**config.mk**
```make
export PLATFORM = sky130hd
export DESIGN_NAME = ps2_frame_tx
export DESIGN_NICKNAME = d
export VERILOG_FILES = /design/src/hdl/ps2_config.svh /design/src/hdl/ps2_frame_tx.sv
export SDC_FILE = /design/constraint.sdc
export NUM_CORES = 1
export LEC_CHECK = 0
export ABC_AREA = 1
export BUFFER_PORTS_ARGS = -buffer_cell sky130_fd_sc_hd__buf_2
export CAP_MARGIN = 20
export CORE_UTILIZATION = 30
export CTS_CLUSTER_DIAMETER = 200
export CTS_CLUSTER_SIZE = 40
export DETAILED_ROUTE_END_ITERATION = 8
export GPL_TIMING_DRIVEN = 1
export PLACE_DENSITY = 0.48
export SLEW_MARGIN = 15
export SYNTH_ARGS = -nofsm -noshare
export SYNTH_HDL_FRONTEND = slang
export SYNTH_SLANG_ARGS = --single-unit
```
**constraint.sdc**
```tcl
create_clock -name clk -period 1.3 [get_ports clk]
set_clock_uncertainty 0.05 [all_clocks]
set_input_delay 0.39 -clock clk [delete_from_list [all_inputs] [get_ports clk]]
set_output_delay 0.39 -clock clk [all_outputs]
set_load 0.01 [all_outputs]
```
**src/hdl/ps2_config.svh**
```systemverilog
// PS/2 mouse host timing and flow-control constants
// all counts are in system clock cycles
// values are shortened for simulation; hardware values noted alongside

`ifndef PS2_CONFIG_SVH
`define PS2_CONFIG_SVH

// host holds the bus clock low before a request to send
// real hardware needs at least 100 us of inhibit
`define PS2_INHIBIT_CYCLES 200

// data pulled low, then clock held this long before release
// hardware: a few us is plenty
`define PS2_RTS_CYCLES 20

// no device clock edge for this long abandons a partial frame
// hardware: about 2 ms
`define PS2_FRAME_TIMEOUT 2000

// limit on waiting for line ack or the 0xFA reply
// hardware: tens of ms
`define PS2_ACK_TIMEOUT 20000

// consumer credits at reset, counter is 3 bits wide
`define PS2_CREDITS 2

// synchronizer depth on both bus lines, at least 2
`define PS2_SYNC_STAGES 3

`endif
```
**src/hdl/ps2_frame_tx.sv**
```systemverilog
// PS/2 host-to-device frame transmitter
// start bit on tx_start, then data LSB first, odd parity and stop,
// one bit per device clock fall; samples the line ack on the 11th fall

module ps2_frame_tx (
	input  logic       clk,
	input  logic       reset,
	input  logic       clk_fall,
	input  logic       data_s,
	input  logic       tx_start,
	input  logic [7:0] tx_cmd,
	output logic       hold_data_low,
	output logic       tx_done,
	output logic       tx_acked
);

	// frame in progress
	logic busy;
	// falls seen since start, 0 to 10
	logic [3:0] bit_cnt;
	// {parity, d7..d0}, bit 0 goes out next
	logic [8:0] shreg;
	logic tx_step;

	// a fresh start always wins over a leftover frame
	assign tx_step = busy && clk_fall && !tx_start;

	////////////////////////////////////////////////////////////////////////////
	// frame sequencing
	always_ff @(posedge clk or negedge reset)
	begin
		if (!reset)
		begin
			busy <= 1'b0;
			bit_cnt <= 4'd0;
			hold_data_low <= 1'b0;
			tx_done <= 1'b0;
			tx_acked <= 1'b0;
		end
		else
		begin
			tx_done <= 1'b0;
			if (tx_start)
			begin
				// start bit, goes out while the bus clock is still held
				busy <= 1'b1;
				bit_cnt <= 4'd0;
				hold_data_low <= 1'b1;
			end
			else if (tx_step)
			begin
				case (bit_cnt)
					4'd9:
					begin
						// release for the stop bit
						hold_data_low <= 1'b0;
						bit_cnt <= bit_cnt + 4'd1;
					end
					4'd10:
					begin
						// device pulls data low to acknowledge
						busy <= 1'b0;
						bit_cnt <= 4'd0;
						tx_done <= 1'b1;
						tx_acked <= ~data_s;
					end
					default:
					begin
						// d0..d7 then parity
						hold_data_low <= ~shreg[0];
						bit_cnt <= bit_cnt + 4'd1;
					end
				endcase
			end
		end
	end

	// command and parity, shifted out one bit per fall
	always_ff @(posedge clk)
	begin
		if (tx_start)
			shreg <= {~^tx_cmd, tx_cmd};
		else if (tx_step)
			shreg <= {1'b1, shreg[8:1]};
	end

endmodule

```
# After elaboration in Yosys (flattened, before gate mapping)
# Cells that the tools add are included.
# Widths: inputs -> output; s select.
[classes] addsub=1 eq_ne=3 n_mux=14 bitwise_logic=3 reduce_logical=9
[op_table] op="$mux 9" count=2
[op_table] op="$mux 4" count=3
[op_table] op="$eq 4x4->1 const B" count=2
[op_table] op="$mux 1" count=8
[op_table] op="$reduce_xnor 8->1" count=1
[op_table] op="$add 4x1->4 const B" count=1
[op_table] op="$reduce_and 2->1" count=2
[op_table] op="$reduce_bool 2->1" count=2
[op_table] op="$not 1->1" count=3
[op_table] op="$reduce_and 3->1" count=1
[op_table] op="$logic_and 1x1->1" count=2
[op_table] op="$ne 2x2->1 const B" count=1
[op_table] op="$pmux 1 s2" count=1
[op_table] op="$logic_not 1->1" count=1
[totals] register_bits=17 inputBits=13 out_inout_bits=3 wordCells=36

# Logic depth before layout (Yosys ltp)
[depth] depth_word=4 mapped_depth=8 depth_no_buf=8

# Least setup slack after synthesis
# OpenSTA, ideal clock, no wires.
[synth_timing] path_type="input port to flip-flop" from="in tx_cmd[2]" to="reg shreg[8], data pin" setup_ps=259 arrival_time_ps=786 t_required_ps=991 setup_slack_ps=205 path_stages=8 path_buffers=0 path_cell_list="nand2_1 inv_1 nor2_1 nand2_1 nand2_1 inv_1 nand2_1 nand3_1"
[synth_via] elab_chain_cells=2
[synth_rtl] element="start, declared" line="ps2_frame_tx.sv:11" text="input logic [7:0] tx_cmd,"
[synth_rtl] element="$reduce_xnor 8->1" line="ps2_frame_tx.sv:82" text="shreg <= {~^tx_cmd, tx_cmd};"
[synth_rtl] element="$mux 9" line="ps2_frame_tx.sv:81" text="if (tx_start)"
[synth_rtl] element="end signal, assigned" line="ps2_frame_tx.sv:82"
[synth_rtl] element="end signal, assigned" line="ps2_frame_tx.sv:84" text="shreg <= {1'b1, shreg[8:1]};"
[synth_rtl] element="end, declared" line="ps2_frame_tx.sv:22" text="logic [8:0] shreg;"
# Every way passes these cells.
# A chain may end at the register's enable or synchronous reset.

# Worst setup path after layout
[layout_timing] from="reg hold_data_low" to="out hold_data_low"
[layout_lines] element="start, declared" line="ps2_frame_tx.sv:12" text="output logic hold_data_low,"
[layout_lines] element="start signal, assigned" line="ps2_frame_tx.sv:70" text="hold_data_low <= ~shreg[0];"
# No word-level cell between the ends.

==> key figures <==
Floorplan
  – Die span in x: 57.6 µm
  – Starting density of the core: 32.7%
  – Cell Rows: 19
  – Core area: 0.00283 mm²
  – IO Pins: 16
  – Die H: 57.6 µm
  – Die outline area: 0.00331 mm²

Route
  – Met3 WL: 47 µm
  – Via count: 724
  – 1st-iter DRT viols: 31
  – Routed WL per cell: 9.84 µm
  – Final wirelength: 1.63 mm
  – ANT nets after route: 0
  – Wl on met1: 805 µm
  – # DRC: 0
  – Met2 routed WL: 761 µm
  – Via-to-Cell Ratio: 4.36
  – Drt pass-1 iters: 4
  – Top Metal Used: met4

STA
  – Final period util: 97.0%
  – Final Slew Violations: 0
  – Rel. slew slack: 82.1%
  – Final hold vios: 0
  – Period minus WS final: 1260 ps
  – RSZ-0062 raised after global routing: true
  – # setup viols final: 0
  – Worst-Margin Slew: 267 ps
  – Fin Setup TNS: 0 ps
  – Highest clock rate: 0.793 GHz

Global route
  – Largest net degree at the start of global routing: 13
  – First-pass GRT wire length: 2.83 mm
  – Gr ovfl total: 0
  – Antenna violations before repair: 0
  – Tot GR Track Use: 11.6%
  – Vias in the first global route: 641

Synth
  – Post-synthesis cell count: 114
  – Yosys top cell area share: 29.2%
  – Synth Area per Inst: 8.12 µm²
  – Cell taking the most area after synthesis: edfxtp_1
  – Synth Warn #: 0
  – Sequential area share after synthesis: 50.8%
  – Post-Syn Area: 926 µm²
  – FF+latch count, synth: 17
  – Net Count, Synth: 127
  – Synth unique cells: 22
  – Area contributors post-synth: edfxtp_1 (29%), dfrtp_1 (22%), nand2_1 (15%)

Flow run
  – MaxCap Viol Count: 0

Clock tree
  – Clock Sinks: 17
  – Root buffer cell: clkbuf_4
  – TritonCTS clock tree: yes
  – Later-pin clock latency in the skew report: 290 ps
  – Cts bufs inserted: 3
  – PostCTS Resize Cnt: 0
  – Maximum clock insertion buffer count: 2
  – Clock transition at path regs: 100 ps
  – H-tree level count: 1

Layout
  – Number of diodes: 0
  – Nets: 149
  – Cell area after layout: 0.00108 mm²
  – Ratio of cells with drive above 1 in the final layout: 23.7%
  – Fin util: 38.3%
  – Area Growth Syn to Fin: 16.9%

Min path
  – Min-Delay Endpoint: tx_acked
  – HP Start: data_s
  – Hold depth: 2
  – Hold Crit Class: input port to flip-flop

Setup path
  – Crit path largest cell delay: 390 ps
  – Buffer and inverter count on the worst path: 1
  – CP Data Required Time: 860 ps
  – Crit. Startpoint: hold_data_low
  – Reg2reg path depth: 4
  – Crit path max-delay family: flip-flops
  – Crit path cell chain: buf_2
  – Slowest CP cell: dfrtp_1
  – CP arrival: 820 ps
  – CP max FO: 2
  – Reg2Reg Setup Slack: 180 ps
  – Crit. End Element: primary output
  – Reg2reg end: hold_data_low
  – Crit Path Category: flip-flop to primary output
  – Reg2reg start: busy
  – Startpoint Class: flip-flop

Power
  – LEAKAGE: 0.573 nW
  – Pwr/cell area: 980 mW/mm²
  – Tot Pwr: 1.06 mW
  – VDD IR max: 0.000513 V

Placed design
  – I/O Buffers: 15
  – Dpl hpwl: 1.31 mm
  – Routability cong.: 0.741
  – Placed instance area: 0.00104 mm²

Status
  – Status: completed
## routing by layer
layer  GRT usage (%)  up-vias
met1            14.4      313
met3            4.08        2
li1                -      399
met4            4.18        0
met2            18.4       10
met5               0        -
## cell type report
class | instances | area [µm²]
sequential | 17 | 470
inverter | 18 | 67.6
clock buffer | 4 | 26.3
timing repair buffer | 19 | 108
fill | 301 | 1750
multi-input combinational | 77 | 372
tap | 31 | 38.8
## synthesized netlist by cell type
cell,number
a21oi_1,4
a21oi_2,1
buf_2,1
buf_6,1
dfrtp_1,8
edfxtp_1,9
inv_1,14
inv_2,4
nand2_1,37
nand2_2,2
nand2_4,1
nand3_1,5
nor2_1,9
nor2_2,1
nor2_4,1
nor2_8,1
nor3_1,1
o21ai_0,10
o21ai_1,1
o22ai_1,1
xnor2_1,1
xor2_1,1
## repair_timing
item | CTS | global route
setup buffers | 0 | 1
hold endpoints to repair | 8 | 0
setup endpoints to repair | 0 | 1
hold buffers | 1 | 0
## placed cells by master (no fill, tap or decap), drive strengths merged
| master | n |
|---|---|
| dfrtp | 8 |
| xor2 | 1 |
| o21ai | 11 |
| a21oi | 5 |
| clkbuf | 4 |
| dlygate4sd3 | 1 |
| edfxtp | 9 |
| inv | 18 |
| nand2 | 40 |
| nand3 | 5 |
| nor3 | 1 |
| buf | 18 |
| o22ai | 1 |
| xnor2 | 1 |
| nor2 | 12 |
## flip-flops by register name, summed over array words and instances (netlist names)
register	cells
tx_done	1
busy	1
shreg	9
hold_data_low	1
bit_cnt	4
tx_acked	1
## worst register-to-register path: stages (launching register included)
cell and delay [ps]:
dfrtp_1 390, nand2_2 140, nand2_2 200, a21oi_1 190, nor2_1 50
## worst max-delay path by stage
stage | end | slack [ps] | cells after the start
global placement | shreg[2] | 40 | 5
floorplan | shreg[8] | 210 | 8
finish | hold_data_low | 40 | 1
detailed placement | shreg[8] | -10 | 9
CTS | hold_data_low | 20 | 1
global route | hold_data_low | -9 | 1
## where the power goes
group | internal, mW | switching [mW] | total (mW)
Combinational | 0.0624 | 0.0982 | 0.161
Sequential | 0.612 | 0.0134 | 0.625
Clock | 0.119 | 0.155 | 0.275
Total | 0.793 | 0.267 | 1.06
## per-stage QoR
stage | instances | hold slack, ps | setup slack, ps
floorplan | 114 | 44.4 | 205
global placement | 160 | 192 | 36.8
detailed placement | 160 | 200 | -13.8
CTS | 165 | 203 | 16.7
global route | 166 | 204 | -9.04
finish | 166 | 211 | 38.5
## cells by family (layout without fill, tap and decap cells)
| family | Yosys count | in the layout | share of synthesized area [%] |
|---|---|---|---|
| DFF | 17 | 17 | 50.8 |
| and+or+nand+nor | 58 | 58 | 28.5 |
| buffers and inverters | 20 | 41 | 9.05 |
| xor gates and xnor gates | 2 | 2 | 1.89 |
| AOI/OAI and AO/OA | 17 | 17 | 9.73 |
Note: power is estimated with default switching activity, not from simulation.
