## config.mk

```make
export PLATFORM = sky130hd
export DESIGN_NAME = ps2_mouse_ctrl
export DESIGN_NICKNAME = d
export VERILOG_FILES = /design/src/hdl/ps2_pkg.sv /design/src/hdl/ps2_mouse_ctrl.sv
export VERILOG_INCLUDE_DIRS = /design/src /design/src/hdl
export SDC_FILE = /design/constraint.sdc
export NUM_CORES = 1
export LEC_CHECK = 0
export ABC_AREA = 1
export ABC_CLOCK_PERIOD_IN_PS = 2740
export BUFFER_PORTS_ARGS = -buffer_cell sky130_fd_sc_hd__buf_2
export CAP_MARGIN = 40
export CORE_MARGIN = 8
export CORE_UTILIZATION = 58
export CTS_BUF_LIST = sky130_fd_sc_hd__clkbuf_16
export CTS_CLUSTER_DIAMETER = 60
export CTS_CLUSTER_SIZE = 10
export DETAILED_ROUTE_END_ITERATION = 10
export PLACE_DENSITY_LB_ADDON = 0.3
export SYNTH_ARGS = -nofsm -noshare
export SYNTH_HDL_FRONTEND = slang
export SYNTH_SLANG_ARGS = --single-unit
```

## constraint.sdc

```tcl
create_clock -name clk -period 2.74 [get_ports clk]
set_clock_uncertainty 0.15 [all_clocks]
set_input_delay 0.548 -clock clk [delete_from_list [all_inputs] [get_ports clk]]
set_output_delay 0.548 -clock clk [all_outputs]
set_load 0.02 [all_outputs]
```

## src/hdl/ps2_config.svh

```systemverilog
// PS/2 mouse host timing and flow-control constants
// all counts are in system clock cycles
// values are shortened for simulation; hardware values noted alongside

`ifndef PS2_CONFIG_SVH
`define PS2_CONFIG_SVH

// host holds the bus clock low before a request to send
// real hardware needs at least 100 us of inhibit
`define PS2_INHIBIT_CYCLES 200

// data pulled low, then clock held this long before release
// hardware: a few us is plenty
`define PS2_RTS_CYCLES 20

// no device clock edge for this long abandons a partial frame
// hardware: about 2 ms
`define PS2_FRAME_TIMEOUT 2000

// limit on waiting for line ack or the 0xFA reply
// hardware: tens of ms
`define PS2_ACK_TIMEOUT 20000

// consumer credits at reset, counter is 3 bits wide
`define PS2_CREDITS 2

// synchronizer depth on both bus lines, at least 2
`define PS2_SYNC_STAGES 3

`endif
```

## src/hdl/ps2_pkg.sv

```systemverilog
// PS/2 mouse shared types
// controller states, protocol codes and the two views of a received byte

package ps2_pkg;

	// init and run states of the host controller
	typedef enum logic [2:0] {
		INHIBIT,
		RTS,
		SEND,
		WAIT_ACK,
		STREAM
	} ctrl_state_t;

	// enable data reporting
	localparam logic [7:0] PS2_CMD_STREAM_ON = 8'hF4;
	// device acknowledge
	localparam logic [7:0] PS2_RSP_ACK = 8'hFA;

	// first byte of a movement packet, MSB first
	typedef struct packed {
		logic y_ovf;
		logic x_ovf;
		logic y_sign;
		logic x_sign;
		logic always_one;
		logic middle;
		logic right;
		logic left;
	} status_t;

	// same byte seen as a response code during init, or as packet status
	typedef union packed {
		logic [7:0] code;
		status_t status;
	} rx_byte_t;

endpackage

```

## src/hdl/ps2_mouse_ctrl.sv

```systemverilog
// PS/2 mouse host controller
// inhibit, request to send, send 0xF4, wait for 0xFA, then stream
// any failure during init goes back to inhibit and starts over

`include "ps2_config.svh"

module ps2_mouse_ctrl (
	input  logic       clk,
	input  logic       reset,
	input  logic       tx_done,
	input  logic       tx_acked,
	input  logic       rx_valid,
	input  ps2_pkg::rx_byte_t rx_byte,
	input  logic       rx_parity_err,
	output logic       hold_clk_low,
	output logic       tx_start,
	output logic [7:0] tx_cmd,
	output logic       rx_enable,
	output logic       stream_on,
	output logic       streaming
);

	import ps2_pkg::*;

	// one timer covers all waits, sized for the longest
	localparam int TMR_W = $clog2(`PS2_ACK_TIMEOUT + 1);
	localparam logic [TMR_W-1:0] INHIBIT_LAST = TMR_W'(`PS2_INHIBIT_CYCLES - 1);
	localparam logic [TMR_W-1:0] RTS_LAST = TMR_W'(`PS2_RTS_CYCLES - 1);
	localparam logic [TMR_W-1:0] ACK_LAST = TMR_W'(`PS2_ACK_TIMEOUT - 1);

	ctrl_state_t state;
	ctrl_state_t state_next;
	// cycles spent in the current state
	logic [TMR_W-1:0] timer;
	logic timeout;

	assign timeout = (timer == ACK_LAST);

	////////////////////////////////////////////////////////////////////////////
	// next state
	always_comb
	begin
		state_next = state;
		case (state)
			INHIBIT:
				if (timer == INHIBIT_LAST)
					state_next = RTS;
			// start bit already on the line, clock still held
			RTS:
				if (timer == RTS_LAST)
					state_next = SEND;
			SEND:
			begin
				if (tx_done)
					state_next = tx_acked ? WAIT_ACK : INHIBIT;
				else if (timeout)
					state_next = INHIBIT;
			end
			WAIT_ACK:
			begin
				// resend or anything else restarts init
				if (rx_valid)
				begin
					if (!rx_parity_err && (rx_byte.code == PS2_RSP_ACK))
						state_next = STREAM;
					else
						state_next = INHIBIT;
				end
				else if (timeout)
					state_next = INHIBIT;
			end
			STREAM:
				state_next = STREAM;
			default:
				state_next = INHIBIT;
		endcase
	end

	////////////////////////////////////////////////////////////////////////////
	// state, timer and registered line controls
	always_ff @(posedge clk or negedge reset)
	begin
		if (!reset)
		begin
			state <= INHIBIT;
			timer <= '0;
			hold_clk_low <= 1'b0;
			tx_start <= 1'b0;
			rx_enable <= 1'b0;
			streaming <= 1'b0;
		end
		else
		begin
			state <= state_next;
			// restart on every change, idle once streaming
			if ((state_next != state) || (state == STREAM))
				timer <= '0;
			else
				timer <= timer + 1'b1;
			// bus clock low through inhibit and request to send
			hold_clk_low <= (state_next == INHIBIT) || (state_next == RTS);
			// start bit goes out as the request to send begins
			tx_start <= (state == INHIBIT) && (state_next == RTS);
			rx_enable <= (state_next == WAIT_ACK) || (state_next == STREAM);
			streaming <= (state_next == STREAM);
		end
	end

	// only command ever sent
	assign tx_cmd = PS2_CMD_STREAM_ON;
	// gates packet bytes into the assembler
	assign stream_on = (state == STREAM);

endmodule

```

Word level (Yosys, flattened, before mapping)
Index checks and enable logic that the tools add are counted.
Widths: inputs -> output; s select.

word-level totals
  output and inout bits = 13
  flip-flop bits (word level) = 22
  input port bits = 14

cells by class
  multiplexer cells = 9
  eq/ne operators = 12
  add/subtract/negate cells = 1
  reductions and logical operators = 8

operator list
  operator               number
  $mux 3                 6
  $add 15x1->15 const B  1
  $eq 15x15->1 const B   1
  $eq 15x5->1 const B    1
  $eq 15x8->1 const B    1
  $mux 15                1
  $pmux 3 s5             1
  $eq 3x2->1 const B     3
  $eq 8x8->1 const B     1
  $eq 3x1->1 const B     2
  $eq 3x3->1 const B     2
  $logic_not 3->1        2
  $logic_or 1x1->1       3
  $ne 3x3->1             1
  $logic_and 1x1->1      2
  $mux 2                 1
  $logic_not 1->1        1

Logic depth before layout (Yosys ltp)
  depth after elaboration = 8
  depth in mapped cells = 13
  gate-level depth less buffers = 12

Worst setup path after synthesis
Ideal clock, no wire load.

  path kind = reg-to-reg
  start point = register timer[0]
  end point = register timer[9]
  library setup time = 0.126 ns
  arrival time = 1.459 ns
  setup slack = 1.005 ns
  cell stages (with the launch flop) = 10
  data required time = 2.464 ns
  cell sequence = dfrtp_1 -> ha_1 -> nand3_2 -> nor2_4 -> nand2_2 -> a21oi_4 -> nand3_1 -> nand3_4 -> buf_6 -> nor3_2

between the ends
  word-level cells in the longest chain between the ends = 7
  elaborated cells on any way between the ends = 13

ends and longest elaborated chain
  element                    RTL line                                    source
  start, declared            ps2_mouse_ctrl.sv:34                        logic [TMR_W-1:0] timer;
  start signal, assigned     ps2_mouse_ctrl.sv:99                        timer <= timer + 1'b1;
  $eq 15x15->1               ps2_mouse_ctrl.sv:37                        assign timeout = (timer == ACK_LAST);
  $mux 3                     ps2_mouse_ctrl.sv:56, ps2_mouse_ctrl.sv:69
  $mux 3 (on tied branches)  ps2_mouse_ctrl.sv:62, ps2_mouse_ctrl.sv:54
  $pmux 3 s5                 ps2_mouse_ctrl.sv:44                        case (state)
  $ne 3x3->1                 ps2_mouse_ctrl.sv:96                        if ((state_next != state) || (state == STREAM))
  $logic_or 1x1->1           ps2_mouse_ctrl.sv:96
  $mux 15 *                  ps2_mouse_ctrl.sv:96

Mark *: on every way between the ends. The rest lies on a longest branch, timed or not.

Worst setup path after layout
  start point = register timer[0]
  end point = register timer[2]

Same word-level chain as after synthesis.

==> PnR_summary.wiki <==
{| class="wikitable"
! Metric !! Value
|-
| Status || complete, no violations
|-
| Initial antenna violation count || 0
|-
| Number of sinks on the clock net || 22
|-
| Hold buffer count at CTS || 0
|-
| Vias || around 1100
|-
| Count of input and output buffers || 18
|-
| Area after detailed placement || ~1500 um2
|-
| Total global-route track usage || 13.20%
|-
| Most used cells in the layout excluding fill and tap cells || nand2_1, dfrtp_1, inv_1
|-
| Buf/Inv on CP || 2
|-
| Area inside the core boundary || roughly 2200 um2
|-
| RSZ-0062 raised after global routing || false
|-
| Number of failing setup endpoints in the final timing report || 0
|-
| Number of global-route vias before repair || 1062
|-
| Final-report max-slew violation count || 0
|-
| Routed length per placed instance || 12.02 um
|-
| CP Capture Type || register
|-
| Predominant post-synthesis flop cell || dfrtp_1
|-
| Post-route worst hold slack || 0.09776 ns
|-
| Synth top area cells || dfrtp_1, nand2_1, nor3_2, inv_1, nor2_1
|-
| Worst-path fanout max || 15
|-
| Worst supply voltage drop on vdd || roughly 430 uV
|-
| Share of the synthesized area in the top cell type || 39.71%
|-
| Most common cell after layout, fill and taps aside || nand2_1
|-
| Number of failing hold endpoints at the final stage || 0
|-
| Setup slack, reg-to-reg || 0.78 ns
|-
| H-tree lvl count || 1
|-
| Post-route clock period utilization || 71.45%
|-
| Final-layout setup total negative slack || 0 ns
|-
| Mean number of vias per cell || about 5.1
|-
| Clock Tree Root || clkbuf_16
|-
| Wire length of the first global-routing pass || around 4600 um
|-
| Row count || 17
|-
| GR Overflow Total || 0
|-
| Max-cap viol count || 0
|-
| Fraction of the yosys area taken by sequential cells || approximately two fifths
|-
| Post-CTS Setup Inserts || 0
|-
| Post-synthesis area per instance || 8.351 um2
|-
| Layout-stage area growth over the synthesis result || 10.38%
|-
| Path category of the worst min-delay check || input port to async pin
|-
| Post-layout nets || 201
|-
| Pin count of the biggest net entering global routing || 23
|-
| Insertion delay to the later sink of the worst-skew pair || about 0.25 ns
|-
| Maximum achievable frequency || 510.8 MHz
|-
| Final core occ || about two thirds
|-
| Required time at the worst-slack endpoint || ~2.8 ns
|-
| # DRC || 0
|-
| Yosys synthesis warning count || 0
|-
| Final weighted congestion in routability-driven placement || 0.8241
|-
| Gate family responsible for the most delay along the worst path || simple AND/OR/NAND/NOR gates
|-
| Cell type with the highest aggregate area in the netlist || dfrtp_1
|-
| Share of flip-flops with an asynchronous set or reset || 100.0%
|-
| Starting density of the core || just over 60%
|-
| Type of the setup path with the least slack || register to register
|-
| Floorplan die area || 4211 um2
|-
| Post-synthesis instance area || about 1400 um2
|-
| Clock buffers created by TritonCTS || 3
|-
| Max incr delay on CP || 0.41 ns
|-
| Layout cell share with drive strength beyond 1 || 23.91%
|-
| Final HPWL from detailed placement || between 2000 and 2500 um
|-
| Ant. Diodes || 0
|-
| Number of distinct library cells after synthesis || 28
|-
| Worst-path clk slew || 0.06 ns
|-
| Ports || 27
|-
| Count of mapped cells out of synthesis || 166
|-
| Number of gates resized after CTS || 0
|-
| Data arrival time of the critical path || 1.97 ns
|-
| Overall die width || 64.89 um
|-
| Pleak || 0.0007486 uW
|-
| Slowest cell on crit path || dfrtp_1
|-
| Number of buffers on the longest clock path || 2
|-
| Cell repeated most along the worst path || nand2_1
|-
| CTS tree || yes
|-
| Ordered cell list for the critical path || ha_1 -> nand2_1 -> inv_1 -> nand2_1 -> nor2_1 -> nand3_1 -> nand2_1 -> inv_1 -> nand3_1 -> nand3_4 -> nor3_1
|-
| Number of flops mapped to enable cells by yosys || 0
|-
| Seq cells post-synth || 22
|-
| Final critical delay including setup and external delays || approximately 2.0 ns
|-
| Initial drt markers || 18
|-
| Number of antenna-violating nets in the routed design || 0
|-
| First-pass detailed-route iteration total || 4
|-
| Final routed wirelength across all metal layers || 2549 um
|-
| Total non-filler cell area in the finished layout || 1530 um2
|-
| Element type at the critical path start || register
|-
| PwrDens || between 600 and 700 nW/um2
|-
| Die extent in y || 64.89 um
|}
==> synthesized netlist by cell type, types with 4 or more instances <==
cell type  instances
dfrtp_1           22
nand3_1            9
xnor2_1            4
nor2_1            17
nor3_2            10
nor2_2             4
inv_1             19
nor3_1            10
buf_4              8
nand2_2            4
nand2_1           28
xor2_1             7
nand4_1            5
==> cell families after synthesis <==
logic type | count (synthesis) | share of synthesized area, %
AO/OA/AOI/OAI | 4 | 2.437
AND/OR/NAND/NOR | 94 | 36.91
buffers and inverters | 31 | 11.64
other | 2 | 0.5417
flip-flops | 22 | 39.71
adder cells (fa/ha/maj) | 2 | 1.805
XOR/XNOR | 11 | 6.949
==> routing by layer <==
layer	up-vias	share of wire (%)	global-route usage, %
met5	-	0	0
met2	24	48	21.99
met4	0	1.3	4.087
li1	550	-	-
met1	496	47	15.96
met3	5	4.0	3.952
==> worst register-to-register path: cells and delay by family (launching register included) <==
| kind | cells | cell delay [ns] |
|---|---|---|
| and+or+nand+nor | 8 | 0.98 |
| buffers and inverters | 2 | 0.11 |
| adders and majority gates | 1 | 0.23 |
| DFF | 1 | 0.41 |
==> cell type report <==
type / count / area (um2)
inverter: 21 / 78.83
timing repair buffer: 18 / 90.09
clock inverter: 1 / 3.754
fill: 184 / 703.2
sequential: 22 / 550.5
multi-input combinational: 119 / 696.9
tap: 28 / 35.03
clock buffer: 3 / 75.07
==> state kept, by name, indices dropped and copies added (netlist names) <==
register      count
state             3
timer            15
tx_start          1
streaming         1
rx_enable         1
hold_clk_low      1
==> power by group <==
part / internal (uW) / switching [uW]
logic: 66.9 / 156
registers: 353 / 37.7
clock network: 195 / 110
==> through the flow <==
stage                     cells  setup slack (ns)  total power [uW]
final                       212            0.7822             919.2
after global routing        212            0.5780             967.5
after CTS                   212            0.7668             923.3
after detailed placement    208            0.7832             620.0
after global placement      208            0.8531             606.6
after floorplan             172             1.005             593.9
==> final timing paths <==
path | to | depth (start not counted) | from
max | timer[2] | 11 | timer[0]
min | timer[3] | 1 | reset
max reg2reg | timer[2] | 11 | timer[0]
min reg2reg | timer[0] | 1 | timer[0]
max in group asynchronous | timer[13] | 1 | reset
min in group clk | timer[0] | 1 | timer[0]
Power figures use the tool's default switching activity.
