`src/hdl/ps2_config.svh`:
```
// PS/2 mouse host timing and flow-control constants
// all counts are in system clock cycles
// values are shortened for simulation; hardware values noted alongside

`ifndef PS2_CONFIG_SVH
`define PS2_CONFIG_SVH

// host holds the bus clock low before a request to send
// real hardware needs at least 100 us of inhibit
`define PS2_INHIBIT_CYCLES 200

// data pulled low, then clock held this long before release
// hardware: a few us is plenty
`define PS2_RTS_CYCLES 20

// no device clock edge for this long abandons a partial frame
// hardware: about 2 ms
`define PS2_FRAME_TIMEOUT 2000

// limit on waiting for line ack or the 0xFA reply
// hardware: tens of ms
`define PS2_ACK_TIMEOUT 20000

// consumer credits at reset, counter is 3 bits wide
`define PS2_CREDITS 2

// synchronizer depth on both bus lines, at least 2
`define PS2_SYNC_STAGES 3

`endif
```
`src/hdl/ps2_pkg.sv`:
```
// PS/2 mouse shared types
// controller states, protocol codes and the two views of a received byte

package ps2_pkg;

	// init and run states of the host controller
	typedef enum logic [2:0] {
		INHIBIT,
		RTS,
		SEND,
		WAIT_ACK,
		STREAM
	} ctrl_state_t;

	// enable data reporting
	localparam logic [7:0] PS2_CMD_STREAM_ON = 8'hF4;
	// device acknowledge
	localparam logic [7:0] PS2_RSP_ACK = 8'hFA;

	// first byte of a movement packet, MSB first
	typedef struct packed {
		logic y_ovf;
		logic x_ovf;
		logic y_sign;
		logic x_sign;
		logic always_one;
		logic middle;
		logic right;
		logic left;
	} status_t;

	// same byte seen as a response code during init, or as packet status
	typedef union packed {
		logic [7:0] code;
		status_t status;
	} rx_byte_t;

endpackage

```
`src/hdl/ps2_frame_rx.sv`:
```
// PS/2 device-to-host frame receiver
// start, 8 data bits LSB first, odd parity, stop
// one rx_valid pulse per frame, bad framing reported as parity error

`include "ps2_config.svh"

module ps2_frame_rx (
	input  logic clk,
	input  logic reset,
	input  logic clk_fall,
	input  logic data_s,
	input  logic rx_enable,
	output logic rx_valid,
	output ps2_pkg::rx_byte_t rx_byte,
	output logic rx_parity_err
);

	localparam int WD_W = $clog2(`PS2_FRAME_TIMEOUT + 1);
	localparam logic [WD_W-1:0] WD_LAST = WD_W'(`PS2_FRAME_TIMEOUT - 1);

	// falls seen so far in this frame, 0 to 10
	logic [3:0] bit_cnt;
	// parity, d7..d0, start; start ends up in bit 0
	logic [9:0] shreg;
	// cycles since the last device clock fall
	logic [WD_W-1:0] wd_cnt;
	logic frame_end;
	logic wd_expire;

	// 11th fall is the stop bit, taken straight from the line
	assign frame_end = rx_enable && clk_fall && (bit_cnt == 4'd10);
	// only a partial frame can time out
	assign wd_expire = (bit_cnt != 4'd0) && (wd_cnt == WD_LAST);

	////////////////////////////////////////////////////////////////////////////
	// bit counter, watchdog, status
	always_ff @(posedge clk or negedge reset)
	begin
		if (!reset)
		begin
			bit_cnt <= 4'd0;
			wd_cnt <= '0;
			rx_valid <= 1'b0;
			rx_parity_err <= 1'b0;
		end
		else
		begin
			rx_valid <= frame_end;
			if (!rx_enable || wd_expire)
			begin
				// drop whatever was partly shifted in
				bit_cnt <= 4'd0;
				wd_cnt <= '0;
			end
			else if (clk_fall)
			begin
				bit_cnt <= frame_end ? 4'd0 : bit_cnt + 4'd1;
				wd_cnt <= '0;
			end
			else if (bit_cnt != 4'd0)
				wd_cnt <= wd_cnt + 1'b1;
			// start must be 0, stop 1, data plus parity odd
			if (frame_end)
				rx_parity_err <= shreg[0] | ~data_s | ~(^shreg[9:1]);
		end
	end

	////////////////////////////////////////////////////////////////////////////
	// shift register and byte out
	always_ff @(posedge clk)
	begin
		// new bit enters at the top, LSB first on the wire
		if (rx_enable && clk_fall && !frame_end)
			shreg <= {data_s, shreg[9:1]};
		if (frame_end)
			rx_byte.code <= shreg[8:1];
	end

endmodule

```
`config.mk`:
```
export PLATFORM = sky130hd
export DESIGN_NAME = ps2_frame_rx
export DESIGN_NICKNAME = d
export VERILOG_FILES = /design/src/hdl/ps2_pkg.sv /design/src/hdl/ps2_frame_rx.sv
export VERILOG_INCLUDE_DIRS = /design/src /design/src/hdl
export SDC_FILE = /design/constraint.sdc
export NUM_CORES = 1
export LEC_CHECK = 0
export BUFFER_PORTS_ARGS = -buffer_cell sky130_fd_sc_hd__buf_4
export CORE_ASPECT_RATIO = 0.75
export CORE_MARGIN = 2
export CORE_UTILIZATION = 30
export DETAILED_ROUTE_END_ITERATION = 16
export GPL_ROUTABILITY_DRIVEN = 0
export PLACE_DENSITY = 0.56
export SLEW_MARGIN = 20
export SYNTH_ARGS = -nofsm -noshare
export SYNTH_HDL_FRONTEND = slang
export SYNTH_SLANG_ARGS = --single-unit
```
`constraint.sdc`:
```
create_clock -name clk -period 2.2 [get_ports clk]
set_input_delay 0 -clock clk [delete_from_list [all_inputs] [get_ports clk]]
set_output_delay 0 -clock clk [all_outputs]
set_load 0.02 [all_outputs]
```
# --- Word level (Yosys, flattened, before mapping) ---
# Index checks and enable logic that the tools add are counted.
op_classes:
  mux: 6
  addsub: 2
  n_eq_ne: 2
  n_reduce_logical: 11
  bitwise: 4
op_table:
  columns: ["operator", "count"]
  rows:
  - ["two-way mux 11 bit", 3]
  - ["two-way mux 4 bit", 3]
  - ["adder 11 x 1 -> 11 bit (second input constant)", 1]
  - ["== test 11 bit (second input constant)", 1]
  - ["XOR reduction 9 bit", 1]
  - ["adder 4 x 1 -> 4 bit (second input constant)", 1]
  - ["== test 4 bit (second input constant)", 1]
  - ["logical AND 1 bit", 4]
  - ["nonzero test 4 bit", 1]
  - ["nonzero test 3 bit", 1]
  - ["logical NOT 1 bit", 2]
  - ["NOT 1 bit", 2]
  - ["OR 1 bit", 2]
  - ["nonzero test 2 bit", 1]
  - ["logical OR 1 bit", 1]
word_totals:
  output_inout_bits: 10
  reg_bits: 35
  elab_cells: 31

# --- Depth between registers and ports, before layout ---
logic_depth:
  ltp_word: 5
  ltp_mapped: 7
  mapped_depth_nobuf: 6

# --- Worst setup path after synthesis ---
# OpenSTA, ideal clock, no wires.
synth_path:
  path_type: "register to register"
  from: "reg bit_cnt[0]"
  to: "reg rx_parity_err"
  path_stages_with_launch: 7
  n_path_buf: 0
  t_arrival_ps: 1787
  path_slack_ps: 292
  period_less_slack_ps: 1908
  required_time_ps: 2079
  path_cell_list: "dfrtp_1 inv_1 ha_1 nand2_1 nor3_1 nand3b_1 o22a_1"
synth_via:
  elab_chain_cells: 2
synth_lines:
  columns: ["item", "line_no", "source"]
  rows:
  - ["from (decl)", "ps2_frame_rx.sv:22", "logic [3:0] bit_cnt;"]
  - ["from (signal assigned)", "ps2_frame_rx.sv:57", "bit_cnt <= frame_end ? 4'd0 : bit_cnt + 4'd1;"]
  - ["== test 4 bit", "ps2_frame_rx.sv:31", "assign frame_end = rx_enable && clk_fall && (bit_cnt == 4'd10);"]
  - ["logical AND 1 bit", "ps2_frame_rx.sv:31", null]
  - ["via frame_end", "ps2_frame_rx.sv:27", "logic frame_end;"]
  - ["to (signal assigned)", "ps2_frame_rx.sv:64", "rx_parity_err <= shreg[0] | ~data_s | ~(^shreg[9:1]);"]
  - ["to (decl)", "ps2_frame_rx.sv:15", "output logic rx_parity_err"]
# The timed path passes the listed nets, and every way through them passes these cells.
# A chain may end at the register's enable or synchronous reset.

# --- Worst setup path in the final report ---
layout_path:
  from: "reg bit_cnt[0]"
  to: "reg wd_cnt[7]"
layout_via:
  elab_chain_cells: 4
layout_lines:
  columns: ["item", "line_no", "source"]
  rows:
  - ["nonzero test 4 bit *", "ps2_frame_rx.sv:33, ps2_frame_rx.sv:60", null]
  - ["logical AND 1 bit", "ps2_frame_rx.sv:33", "assign wd_expire = (bit_cnt != 4'd0) && (wd_cnt == WD_LAST);"]
  - ["logical OR 1 bit", "ps2_frame_rx.sv:49", "if (!rx_enable || wd_expire)"]
  - ["nonzero test 3 bit (no source line) / two-way mux 11 bit (equally long branches)", null, null]
  - ["to (signal assigned)", "ps2_frame_rx.sv:61", "wd_cnt <= wd_cnt + 1'b1;"]
  - ["to (decl)", "ps2_frame_rx.sv:26", "logic [WD_W-1:0] wd_cnt;"]
# Mark *: on every way between the ends. The rest lies on a longest branch, timed or not.

==> summary.md <==
| Metric | Value |
|---|---|
| Final worst hold slack | `68.6 ps` |
| Critical path class | `register to register` |
| Clk sinks | `35` |
| Via Count | `914` |
| Std-Cell Rows | `22` |
| Worst hold path cell count | `4` |
| Number of different library cells in the post-synthesis netlist | `30` |
| Core outline area | `4870 µm²` |
| Width of the die | `85.9 µm` |
| Clock Power Share | `34.9%` |
| Number of synthesized register bits | `35` |
| RSZ-0062 raised after global routing | `false` |
| Vias in the first global route | `876` |
| Antenna violations before repair | `0` |
| Launch point of the worst reg-to-reg path | `bit_cnt[0]$_DFFE_PN0P_` |
| Synthesized Nets | `125` |
| Final WS setup | `379 ps` |
| Flop2flop setup slack | `380 ps` |
| Internal | `0.000960 W` |
| Actual transition at the worst max-transition pin | `360 ps` |
| Overflow left after global routing | `0` |
| Reg-to-Reg End | `wd_cnt[7]$_DFFE_PN0P_` |
| Number of CTS-inserted buffers | `5` |
| Sw Ratio | `roughly 22%` |
| Tightest Hold Check Type | `input port to register` |
| Run status | `finished, final reports clean` |
| Critical path peak fanout | `11` |
| Multi-input gate area | `519 µm²` |
| Routed WL per cell | `about 12 µm` |
| Avg Cell Area, Syn | `13.0 µm²` |
| Initial cell density of the core | `between 30 and 40%` |
| Period utilisation layout | `82.8%` |
| Final worst path period need | `1820 ps` |
| Count of nets after finishing | `between 100 and 150` |
| Number of nets with antenna violations after detailed routing | `0` |
| Sequential-to-total area share from yosys stat | `64.0%` |
| DRC violation count after routing | `0` |
| Hold Fails Final Rpt | `0` |
| Hold path endpoint | `bit_cnt[3]$_DFFE_PN0P_` |
| Net Sw Power | `0.000267 W` |
| Number of cells produced by synthesis | `116` |
| Max-capacitance violation count | `0` |
| Post-CTS Setup Repair Bufs | `0` |
| Max-slew headroom | `75.7%` |
| Clock latency on the worst-skew pair | `280 ps` |
| TritonCTS clock tree | `built` |
| Endpoint kind of the worst setup timing path | `register` |
| Required time at the endpoint of the critical path | `roughly 2400 ps` |
| Growth of design area from synthesis to finish | `19.2%` |
| DP HPWL | `1700 µm` |
| Setup violators final | `0` |
| Count of final max-slew check failures | `0` |
| CP Launch Type | `register` |
| Number of top-level pins | `15` |
| First-pass GRT wire length | `approximately 4200 µm` |
| Highest clock rate | `549 MHz` |
| Area taken by flip-flops and latches | `a little under 1000 µm²` |
| All-layer global routing usage | `approximately a tenth` |
| Power share of the sequential group | `58.3%` |
| Combinational Power Share | `6.8%` |
| Final routed wirelength across all metal layers | `approximately 2500 µm` |
| Clock-pin slew of the registers on the worst-case setup and hold paths | `70 ps` |
| Yosys warns | `0` |
| Clock H-tree levels | `2` |
| Maximum resistive drop on vdd | `0.199 mV` |
| Netlist area before placement | `1510 µm²` |
| Largest net degree at the start of global routing | `18` |
| Clock Root Buffer | `clkbuf_8` |
| Number of antenna diodes | `0` |
| Number of optimization iterations in the first detailed-route pass | `6` |
| Total power density per cell area | `just under 700 nW/µm²` |
| Origin of the worst min-delay path | `clk_fall` |
| Final setup skew | `a little under 9 ps` |
| Total Negative Setup Slacks | `0 ps` |
| Share of post-route cells with drive strength above 1 | `17.0%` |
| R2R depth | `6` |
| Lkg Pwr | `between 0.6 and 0.7 nW` |
| Fill cell instance count of the final layout | `467` |
| Per-cell via count in the routed design | `4.55` |
| DRT iter0 DRCs | `30` |
| CTS Buffer Depth | `2` |
| Port buffer count | `14` |
| Endpoint arrival time on the critical path | `1980 ps` |
| Vertical die dimension | `65.4 µm` |
| Floorplan die area | `between 5000 and 6000 µm²` |
| Setup slack at placement | `387 ps` |
## flip-flops by register name, summed over array words and instances, names as in the netlist
register,flops
bit_cnt,4
rx_byte,8
rx_parity_err,1
rx_valid,1
shreg,10
wd_cnt,11
## stage by stage
stage	instance area, µm²	power (W)	utilization (%)	std cells
2_1_floorplan	1510	0.000781	-	116
3_3_place_gp	1690	0.000807	34.6	190
3_5_place_dp	1690	0.000809	34.6	190
4_1_cts	1800	0.00124	36.9	201
5_1_grt	1800	0.00129	36.9	201
6_report	1800	0.00123	36.9	201
## worst max-delay path by stage
stage               slack (ps)  depth (start not counted)                        end              startpoint
floorplan                  290                          6  rx_parity_err$_DFFE_PN0P_  bit_cnt[0]$_DFFE_PN0P_
global placement           460                          6      wd_cnt[9]$_DFFE_PN0P_  bit_cnt[0]$_DFFE_PN0P_
detailed placement         390                          6      wd_cnt[7]$_DFFE_PN0P_  bit_cnt[0]$_DFFE_PN0P_
CTS                        370                          6      wd_cnt[7]$_DFFE_PN0P_  bit_cnt[0]$_DFFE_PN0P_
global route               210                          6      wd_cnt[6]$_DFFE_PN0P_  bit_cnt[0]$_DFFE_PN0P_
finish                     380                          6      wd_cnt[7]$_DFFE_PN0P_  bit_cnt[0]$_DFFE_PN0P_
## kinds of logic after synthesis
kind of cell    Yosys count  synth area share, %
compound gates            8                 3.57
xor+xnor                 17                 10.8
fa+ha+maj                 4                 3.32
buf+inv                   4                 1.58
flops                    35                 64.0
mux                       2                 1.33
simple gates             46                 15.4
## power groups by stage
stage	logic (W)	clock network, W	registers (W)
floorplan	0.0000552	0	0.000726
global placement	0.0000797	0	0.000727
detailed placement	0.0000803	0	0.000728
CTS	0.0000856	0.000443	0.000715
global route	0.0000956	0.000476	0.000717
finish	0.0000835	0.000429	0.000715
## critical path: stages (launching register included)
cell and delay [ps]:
dfrtp_1 400, inv_1 100, ha_1 190, nor3b_1 140, or4_1 580, nand2_2 210
nor2_1 80
## synthesized netlist by cell type (all sizes together)
master,count,share of area [%]
edfxtp,18,36
dfrtp,17,28
nor2,16,4.0
xnor2,13,7.5
nand2,9,2.4
ha,4,3.3
nand3,4,1.3
nor4,4,1.7
nor3,3,0.99
xor2,3,1.7
a21oi,2,0.66
buf,2,1.1
inv,2,0.50
mux2i,2,1.3
nor3b,2,0.99
nor4b,2,1.2
o21ai,2,0.66
a21boi,1,0.50
a22oi,1,0.50
and2b,1,0.50
nand3b,1,0.50
nand4,1,0.41
nor2b,1,0.41
o21ba,1,0.66
o22a,1,0.58
or3b,1,0.58
or4,1,0.50
xnor3,1,1.5
## cell type report
| class | instances | area share [%] |
|---|---|---|
| clock buffer | 6 | 4.03 |
| multi-input combinational | 77 | 28.9 |
| timing repair buffer | 19 | 8.34 |
| sequential | 35 | 53.7 |
| clock inverter | 2 | 0.487 |
| inverter | 2 | 0.417 |
| tap | 60 | 4.17 |
## layer usage
metal,GRT usage (%),vias up,part of all wire [%]
met3,3.14,2,2.9
met2,13.4,10,44
met4,5.95,0,1.4
met1,14.5,446,52
li1,-,456,-
met5,0,-,0
## cells in the final DEF (no fill, tap or decap), types with 3 or more instances in the layout
cell type | netlist | final
nor4_1 | 4 | 4
buf_4 | 0 | 16
edfxtp_1 | 18 | 18
nor3_1 | 3 | 3
dfrtp_1 | 17 | 17
ha_1 | 4 | 4
xor2_1 | 3 | 3
nand2_1 | 8 | 8
clkbuf_8 | 0 | 5
nor2_1 | 16 | 16
xnor2_1 | 13 | 13
nand3_1 | 4 | 4
dlygate4sd3_1 | 0 | 3
## timing repair
item                                   4_1_cts  5_1_grt
endpoints found under the hold margin       20        0
hold buffers                                 3        0
setup endpoints to repair                    0        0
gates resized for setup                      0        0
No activity file was read; power rests on OpenSTA's default activity.
